<file path="src/game_defs.svh">
`ifndef GAME_DEFS_SVH
`define GAME_DEFS_SVH

// Region starts in SDRAM half-words
`define SND_OFFSET 22'h1_0000
`define GFX_OFFSET 22'h1_4000

// First download byte not kept
`define ROM_END 25'h0_A8000

// Client address widths
`define MAIN_AW 17
`define SND_AW 15
`define GFX_AW 18

`endif

</file>
<file path="src/game_pkg.sv">
`default_nettype none

package game_pkg;

    typedef logic [21:0] sdram_addr_t;  // Half-word address
    typedef logic [31:0] sdram_data_t;  // One burst of two half-words
    typedef logic [15:0] rom_half_t;
    typedef logic [ 7:0] byte_t;

    // Read request, slot to arbiter and arbiter to SDRAM
    typedef struct packed {
        logic        req;
        sdram_addr_t addr;
    } sdram_rd_t;

    // Byte write toward SDRAM
    typedef struct packed {
        logic        we;
        sdram_addr_t addr;
        byte_t       data;
        logic [1:0]  mask;  // Active low lane mask
    } prog_wr_t;

endpackage

`default_nettype wire

</file>
<file path="src/prom_loader.sv">
`timescale 1ns/1ps
`default_nettype none
`include "game_defs.svh"

module prom_loader (
    input  logic               clk,
    input  logic               arst_n,
    input  logic               downloading,
    input  logic               ioctl_wr,
    input  logic [24:0]        ioctl_addr,
    input  game_pkg::byte_t    ioctl_data,
    input  logic               sdram_ack,
    output game_pkg::prog_wr_t prog
);
    import game_pkg::*;

    logic        accept;
    logic        we;
    sdram_addr_t addr_q;
    byte_t       data_q;
    logic [1:0]  mask_q;

    // Bytes past the ROM area are dropped
    assign accept = downloading && ioctl_wr && (ioctl_addr < `ROM_END);

    // Write request stays up until the SDRAM takes it
    always_ff @(posedge clk or negedge arst_n) begin
        if (!arst_n) begin
            we <= 1'b0;
        end else if (accept) begin
            we <= 1'b1;
        end else if (sdram_ack) begin
            we <= 1'b0;
        end
    end

    always_ff @(posedge clk) begin
        if (accept) begin
            addr_q <= ioctl_addr[22:1];  // Byte to half-word
            data_q <= ioctl_data;
            // Odd bytes go to the upper lane
            if (ioctl_addr[0]) begin
                mask_q <= 2'b01;
            end else begin
                mask_q <= 2'b10;
            end
        end
    end

    assign prog = '{we: we, addr: addr_q, data: data_q, mask: mask_q};

endmodule

`default_nettype wire

</file>
<file path="src/rom_slot.sv">
`timescale 1ns/1ps
`default_nettype none

module rom_slot #(
    parameter int                    AW     = 17,
    parameter int                    DW     = 8,
    parameter game_pkg::sdram_addr_t OFFSET = '0
) (
    input  logic                  clk,
    input  logic                  arst_n,
    input  logic                  downloading,
    input  logic                  cs,
    input  logic [AW-1:0]         addr,
    output logic [DW-1:0]         data,
    output logic                  ok,
    output game_pkg::sdram_rd_t   rd,
    input  logic                  rdy,
    input  game_pkg::sdram_data_t rd_data
);
    import game_pkg::*;

    localparam int SHIFT = (DW == 8) ? 1 : 0;  // Byte clients drop bit 0

    sdram_addr_t word_addr;
    sdram_addr_t tag_q;
    sdram_addr_t req_addr;
    rom_half_t   word_q;
    logic        valid;
    logic        busy;
    logic        dl_q;
    logic        hit;
    logic        fill;
    logic        fill_hit;
    logic        start;
    logic        clear;

    assign word_addr = OFFSET + sdram_addr_t'(addr >> SHIFT);
    assign hit       = valid && (tag_q == word_addr);
    assign fill      = busy && rdy;
    assign fill_hit  = fill && (req_addr == word_addr);  // Data arriving for this address
    assign start     = cs && !hit && !busy;
    assign clear     = downloading && !dl_q;              // Download restarted

    always_ff @(posedge clk or negedge arst_n) begin
        if (!arst_n) begin
            valid <= 1'b0;
            busy  <= 1'b0;
            ok    <= 1'b0;
            dl_q  <= 1'b0;
        end else begin
            dl_q <= downloading;
            ok   <= cs && !clear && (hit || fill_hit);
            if (clear) begin
                valid <= 1'b0;
            end else if (fill) begin
                valid <= 1'b1;
            end
            // One outstanding read at a time
            if (fill) begin
                busy <= 1'b0;
            end else if (start) begin
                busy <= 1'b1;
            end
        end
    end

    always_ff @(posedge clk) begin
        if (start) begin
            req_addr <= word_addr;  // Held for the whole request
        end
        if (fill) begin
            tag_q  <= req_addr;
            word_q <= rd_data[15:0];  // Lower half-word only
        end
    end

    assign rd = '{req: busy, addr: req_addr};

    generate
        if (DW == 8) begin : g_byte
            assign data = addr[0] ? word_q[15:8] : word_q[7:0];
        end else begin : g_half
            assign data = word_q;
        end
    endgenerate

endmodule

`default_nettype wire

</file>
<file path="src/rom_arbiter.sv">
`timescale 1ns/1ps
`default_nettype none

module rom_arbiter (
    input  logic                clk,
    input  logic                arst_n,
    input  logic                downloading,
    input  logic                lvbl,
    input  game_pkg::sdram_rd_t gfx_rd,
    input  game_pkg::sdram_rd_t snd_rd,
    input  game_pkg::sdram_rd_t main_rd,
    output logic                gfx_rdy,
    output logic                snd_rdy,
    output logic                main_rdy,
    output game_pkg::sdram_rd_t sdram,
    input  logic                sdram_ack,
    input  logic                data_rdy,
    output logic                refresh_en
);
    import game_pkg::*;

    logic        busy;
    logic        req_q;       // Address phase, cleared by ack
    sdram_addr_t addr_q;
    logic [2:0]  owner;       // One-hot gfx, snd, main
    logic [2:0]  pick;
    sdram_addr_t pick_addr;
    logic        pending;
    logic        start;
    logic        done;

    // Fixed priority, gfx first
    always_comb begin
        pick      = 3'b000;
        pick_addr = main_rd.addr;
        if (gfx_rd.req) begin
            pick      = 3'b100;
            pick_addr = gfx_rd.addr;
        end else if (snd_rd.req) begin
            pick      = 3'b010;
            pick_addr = snd_rd.addr;
        end else if (main_rd.req) begin
            pick = 3'b001;
        end
    end

    assign pending = gfx_rd.req || snd_rd.req || main_rd.req;
    assign start   = !busy && pending && !downloading;  // No reads while loading
    assign done    = busy && !req_q && data_rdy;

    always_ff @(posedge clk or negedge arst_n) begin
        if (!arst_n) begin
            busy       <= 1'b0;
            req_q      <= 1'b0;
            owner      <= 3'b000;
            refresh_en <= 1'b0;
        end else begin
            // Refresh only in blanking with the bus free
            refresh_en <= !busy && !pending && !lvbl;
            if (start) begin
                busy  <= 1'b1;
                req_q <= 1'b1;
                owner <= pick;
            end else begin
                if (req_q && sdram_ack) begin
                    req_q <= 1'b0;
                end
                if (done) begin
                    busy <= 1'b0;
                end
            end
        end
    end

    always_ff @(posedge clk) begin
        if (start) begin
            addr_q <= pick_addr;
        end
    end

    assign sdram = '{req: req_q, addr: addr_q};

    // Ready goes straight back while data_read is valid
    assign gfx_rdy  = done && owner[2];
    assign snd_rdy  = done && owner[1];
    assign main_rdy = done && owner[0];

endmodule

`default_nettype wire

</file>
<file path="src/game_top.sv">
`timescale 1ns/1ps
`default_nettype none
`include "game_defs.svh"

module game_top (
    input  logic                  clk,
    input  logic                  arst_n,
    input  logic                  downloading,
    input  logic                  lvbl,
    // ROM download
    input  logic [24:0]           ioctl_addr,
    input  game_pkg::byte_t       ioctl_data,
    input  logic                  ioctl_wr,
    output game_pkg::sdram_addr_t prog_addr,
    output game_pkg::byte_t       prog_data,
    output logic [1:0]            prog_mask,  // active low
    output logic                  prog_we,
    // Main CPU ROM
    input  logic                  main_cs,
    input  logic [`MAIN_AW-1:0]   main_addr,
    output game_pkg::byte_t       main_data,
    output logic                  main_ok,
    // Sound CPU ROM
    input  logic                  snd_cs,
    input  logic [`SND_AW-1:0]    snd_addr,
    output game_pkg::byte_t       snd_data,
    output logic                  snd_ok,
    // Graphics ROM
    input  logic [`GFX_AW-1:0]    gfx_addr,
    output game_pkg::rom_half_t   gfx_data,
    output logic                  gfx_ok,
    // SDRAM
    output logic                  sdram_req,
    output game_pkg::sdram_addr_t sdram_addr,
    input  game_pkg::sdram_data_t data_read,
    input  logic                  sdram_ack,
    input  logic                  data_rdy,
    output logic                  refresh_en
);
    import game_pkg::*;

    prog_wr_t  prog;
    sdram_rd_t main_rd;
    sdram_rd_t snd_rd;
    sdram_rd_t gfx_rd;
    sdram_rd_t sdram;
    logic      main_rdy;
    logic      snd_rdy;
    logic      gfx_rdy;

    // Ack is shared, reads are held off during download
    prom_loader u_loader (
        .clk         ( clk          ),
        .arst_n      ( arst_n       ),
        .downloading ( downloading  ),
        .ioctl_wr    ( ioctl_wr     ),
        .ioctl_addr  ( ioctl_addr   ),
        .ioctl_data  ( ioctl_data   ),
        .sdram_ack   ( sdram_ack    ),
        .prog        ( prog         )
    );

    assign prog_we   = prog.we;
    assign prog_addr = prog.addr;
    assign prog_data = prog.data;
    assign prog_mask = prog.mask;

    rom_slot #(.AW(`MAIN_AW), .DW(8), .OFFSET(22'd0)) u_main (
        .clk         ( clk          ),
        .arst_n      ( arst_n       ),
        .downloading ( downloading  ),
        .cs          ( main_cs      ),
        .addr        ( main_addr    ),
        .data        ( main_data    ),
        .ok          ( main_ok      ),
        .rd          ( main_rd      ),
        .rdy         ( main_rdy     ),
        .rd_data     ( data_read    )
    );

    rom_slot #(.AW(`SND_AW), .DW(8), .OFFSET(`SND_OFFSET)) u_snd (
        .clk         ( clk          ),
        .arst_n      ( arst_n       ),
        .downloading ( downloading  ),
        .cs          ( snd_cs       ),
        .addr        ( snd_addr     ),
        .data        ( snd_data     ),
        .ok          ( snd_ok       ),
        .rd          ( snd_rd       ),
        .rdy         ( snd_rdy      ),
        .rd_data     ( data_read    )
    );

    rom_slot #(.AW(`GFX_AW), .DW(16), .OFFSET(`GFX_OFFSET)) u_gfx (
        .clk         ( clk          ),
        .arst_n      ( arst_n       ),
        .downloading ( downloading  ),
        .cs          ( lvbl         ),  // Fetch outside vertical blank
        .addr        ( gfx_addr     ),
        .data        ( gfx_data     ),
        .ok          ( gfx_ok       ),
        .rd          ( gfx_rd       ),
        .rdy         ( gfx_rdy      ),
        .rd_data     ( data_read    )
    );

    rom_arbiter u_arb (
        .clk         ( clk          ),
        .arst_n      ( arst_n       ),
        .downloading ( downloading  ),
        .lvbl        ( lvbl         ),
        .gfx_rd      ( gfx_rd       ),
        .snd_rd      ( snd_rd       ),
        .main_rd     ( main_rd      ),
        .gfx_rdy     ( gfx_rdy      ),
        .snd_rdy     ( snd_rdy      ),
        .main_rdy    ( main_rdy     ),
        .sdram       ( sdram        ),
        .sdram_ack   ( sdram_ack    ),
        .data_rdy    ( data_rdy     ),
        .refresh_en  ( refresh_en   )
    );

    assign sdram_req  = sdram.req;
    assign sdram_addr = sdram.addr;

endmodule

`default_nettype wire

</file>
<file path="config.mk">
export PLATFORM = sky130hd
export DESIGN_NAME = game_top
export DESIGN_NICKNAME = d
export VERILOG_FILES = /design/src/game_pkg.sv /design/src/prom_loader.sv /design/src/rom_slot.sv /design/src/rom_arbiter.sv /design/src/game_top.sv
export VERILOG_INCLUDE_DIRS = /design/src /design/src/src
export SDC_FILE = /design/constraint.sdc
export NUM_CORES = 1
export LEC_CHECK = 0
export BUFFER_PORTS_ARGS = -buffer_cell sky130_fd_sc_hd__buf_2
export CORE_MARGIN = 2
export CORE_UTILIZATION = 40
export CTS_BUF_LIST = sky130_fd_sc_hd__clkbuf_4 sky130_fd_sc_hd__clkbuf_8
export DETAILED_ROUTE_END_ITERATION = 8
export GPL_TIMING_DRIVEN = 1
export SYNTH_ARGS = -nofsm -noshare
export SYNTH_HDL_FRONTEND = slang
export SYNTH_SLANG_ARGS = --single-unit
</file>
<file path="constraint.sdc">
create_clock -name clk -period 2.6 [get_ports clk]
set_input_delay 0.52 -clock clk [delete_from_list [all_inputs] [get_ports clk]]
set_output_delay 0.52 -clock clk [all_outputs]
set_load 0.01 [all_outputs]
</file>
==> reports/results.ini <==
[setup_path]
reg2reg_setup_slack_ns = 0.45
slowest_delay_ns = 0.55
timing.rr.end = u_gfx.req_addr[13]
crit_type = register to register
cp_max_fo = 10
cp.arrival_ns = 2.42
cp_top_family = simple AND/OR/NAND/NOR gates
critPathSlowestCell = or4_1
worstPathCellList = xnor2_1 -> nand4_1 -> or4_1 -> o31ai_1 -> nor2_1 -> buf_4
required_ns = 2.87
critPathLaunchType = register
ff2ff_path_depth = 6
path_buf_inv = 1
cp-end-kind = register
r2r-start = u_gfx.tag_q[11]

[clock_tree]
cts_inserted_buffers = 36
clockRootBuffer = clkbuf_8
cts_resized = 0
cts_tree = done
cts.sinks = 214
clkTransAtPathRegs_ns = 0.06
cts_max_path_buffers = 3
htree_levels = 2
worstSkewPairLatency_ns = 0.54
post-cts-setup-buffer-count = 0

[logic_synthesis]
synthAdderAreaFrac_pct = 0.150
ys_warn_count = 0
yosys_most_used_dff = edfxtp_1
ys_ff_latch = 214
yosysTopAreaCellShare_pct = 71.1
synth.avg_cell_area_um2 = 17.1
synth_top_family_by_area = XOR/XNOR gates
synthCells = 486
synth_top_cells_by_area = edfxtp_1, xnor2_1, dfrtp_1
synthArstFlopShare_pct = 7.94
synthXorXnorAreaFrac_pct = 10.6
synth_area_mm2 = 0.00832
synth_compound_area_share_pct = 3.07
synth_area_leader_cell = edfxtp_1
yosysSeqAreaShare_pct = 76.2
muxShareOfSynthArea_pct = 3.85
synth_edf_count = 197
yosys.area_share.simple_pct = 4.99
synth_cell_types = 37

[timing]
hold_viol = 0
slew_viol_final = 0
fin_crit_ns = 2.15
rsz0062_at_grt = false
clock_skew_ns = 0.0252
fmax_mhz = 465
period_share_pct = 82.7
max_slew_margin_pct = 63.2
setup_viol = 0
worst_slew_pin_slew_ns = 0.547

[die]
die_x_um = 148
start_util_pct = 41.0
die_area_mm2 = 0.0220
core_area_mm2 = 0.0203
fp-row-count = 52
ios = 216
die_h_um = 148

[hold_path]
hold_path_end = u_loader.addr_q[0]
min-delay-start = ioctl_addr[1]
hold_class = primary input to register
whs_path_depth = 1

[pwr]
power.density_cell_area_mw_per_mm2 = 839
leakage_nw = 4.06
peakVddDrop_uv = 496
total_power_mw = 8.83

[route]
wirelength_um = 20000
postRouteAntennaNets = 0
vias = 4956
routedWlPerCell_um = 19.5
drt_first_pass_iters = 4
drc_errors = 0
vias_per_cell = 4.83
drt_iter0_markers = 252

[final_layout]
layout_commonest_cell = edfxtp_1
layout_common_cells = edfxtp_1, buf_2, xnor2_1, clkbuf_8, nand2_1
fin_util_pct = 51.8
layout-area-overhead-vs-synth_pct = 26.4
fin_nets = 854
antenna_cells = 0
drive_gt1_share_pct = 38.0

[grt]
grt-ovfl-total = 0
first_global_vias = 5263
grt_pass1_wl_um = 30000
grt_start_max_net_pins = 39
antenna_found_initial = 0
grt_usage_pct = 18.2

[run_status]
run_status = completed

[place]
hpwl_um = 14600
portBuffers = 196
gp_congestion = 0.813

[run]
drv_cap = 0

[worst max-delay path by stage]
stage | startpoint | endpoint | slack, ns | depth (start not counted)
after floorplan | gfx_addr[14] | u_gfx.req_addr[0] | 0.04 | 6
after global placement | gfx_addr[14] | u_gfx.req_addr[15] | 0.003 | 8
after detailed placement | gfx_addr[14] | u_gfx.req_addr[15] | -0.02 | 8
after CTS | u_gfx.tag_q[11] | u_gfx.req_addr[13] | 0.45 | 6
after global routing | u_gfx.tag_q[1] | u_gfx.req_addr[13] | 0.34 | 6
final | u_gfx.tag_q[11] | u_gfx.req_addr[13] | 0.45 | 6
[synth_stat cells (8+ instances only)]
cell and n:
xor2_1 24, nand4_1 15, a21oi_1 8, edfxtp_1 197
o21ai_0 20, inv_1 9, mux2i_1 14, mux2_2 16
nor4_1 8, xnor2_1 74, nand2_1 25, dfrtp_1 17
[timing repair]
| item | 4_1_cts | 5_1_grt |
|---|---|---|
| endpoints found under the hold margin | 17 | 0 |
| setup endpoints to repair | 0 | 0 |
| hold buffers | 1 | 0 |
[state kept, by name (all words and copies together), names as in the netlist, 3 cells and up]
name / flops
u_loader.addr_q: 22
u_arb.addr_q: 19
u_gfx.req_addr: 19
u_gfx.tag_q: 19
u_gfx.data: 16
u_main.req_addr: 16
u_main.tag_q: 16
u_main.word_q: 16
u_snd.word_q: 16
u_snd.req_addr: 14
u_snd.tag_q: 14
u_loader.data_q: 8
u_arb.owner: 3
[where the power goes]
part | switching [mW] | internal, mW
Clock | 1.32 | 1.75
Sequential | 0.199 | 4.28
Combinational | 0.767 | 0.501
[stage by stage]
step	worst slack, ns	instance area (um^2)	cells	hold slack [ns]	TNS (ns)
3_3_place_gp	0.00264	9770	960	0.459	0
2_1_floorplan	0.0417	8330	488	0.224	0
3_5_place_dp	-0.0241	9770	960	0.464	-0.438
4_1_cts	0.446	10500	1026	0.137	0
5_1_grt	0.344	10500	1026	0.143	0
6_report	0.449	10500	1026	0.172	0
[final cells by class]
| class | instances | area [um^2] |
|---|---|---|
| clock buffers | 46 | 571 |
| well taps | 270 | 338 |
| flip-flops and latches | 214 | 6340 |
| repair buffers | 214 | 1160 |
| clock inverters | 19 | 170 |
| inverters | 9 | 33.8 |
| multi-input cells | 254 | 1910 |
| fillers | 1755 | 9780 |
[logic make-up (layout without fill, tap and decap cells)]
| kind of cell | Yosys count | count (layout) |
|---|---|---|
| AO/OA/AOI/OAI | 42 | 42 |
| multiplexers | 30 | 30 |
| buffers and inverters | 20 | 288 |
| XOR/XNOR | 99 | 99 |
| flip-flops | 214 | 214 |
| AND/OR/NAND/NOR | 79 | 79 |
| other | 1 | 3 |
| adder cells (fa/ha/maj) | 1 | 1 |
[worst reg2reg max path: cells and delay by family, from the launching register on]
kind / cells / cell delay (ns)
buffers and inverters: 1 / 0.20
DFF: 1 / 0.39
AOI/OAI and AO/OA: 1 / 0.34
xor gates and xnor gates: 1 / 0.17
and+or+nand+nor: 3 / 0.81
[routing by layer]
layer / wire [um] / global-route usage (%)
met1: 8570 / 24.2
met2: 9570 / 30.2
met3: 1500 / 4.23
met4: 353 / 5.33
met5: 0 / 0
(Power assumes the default switching activity.)
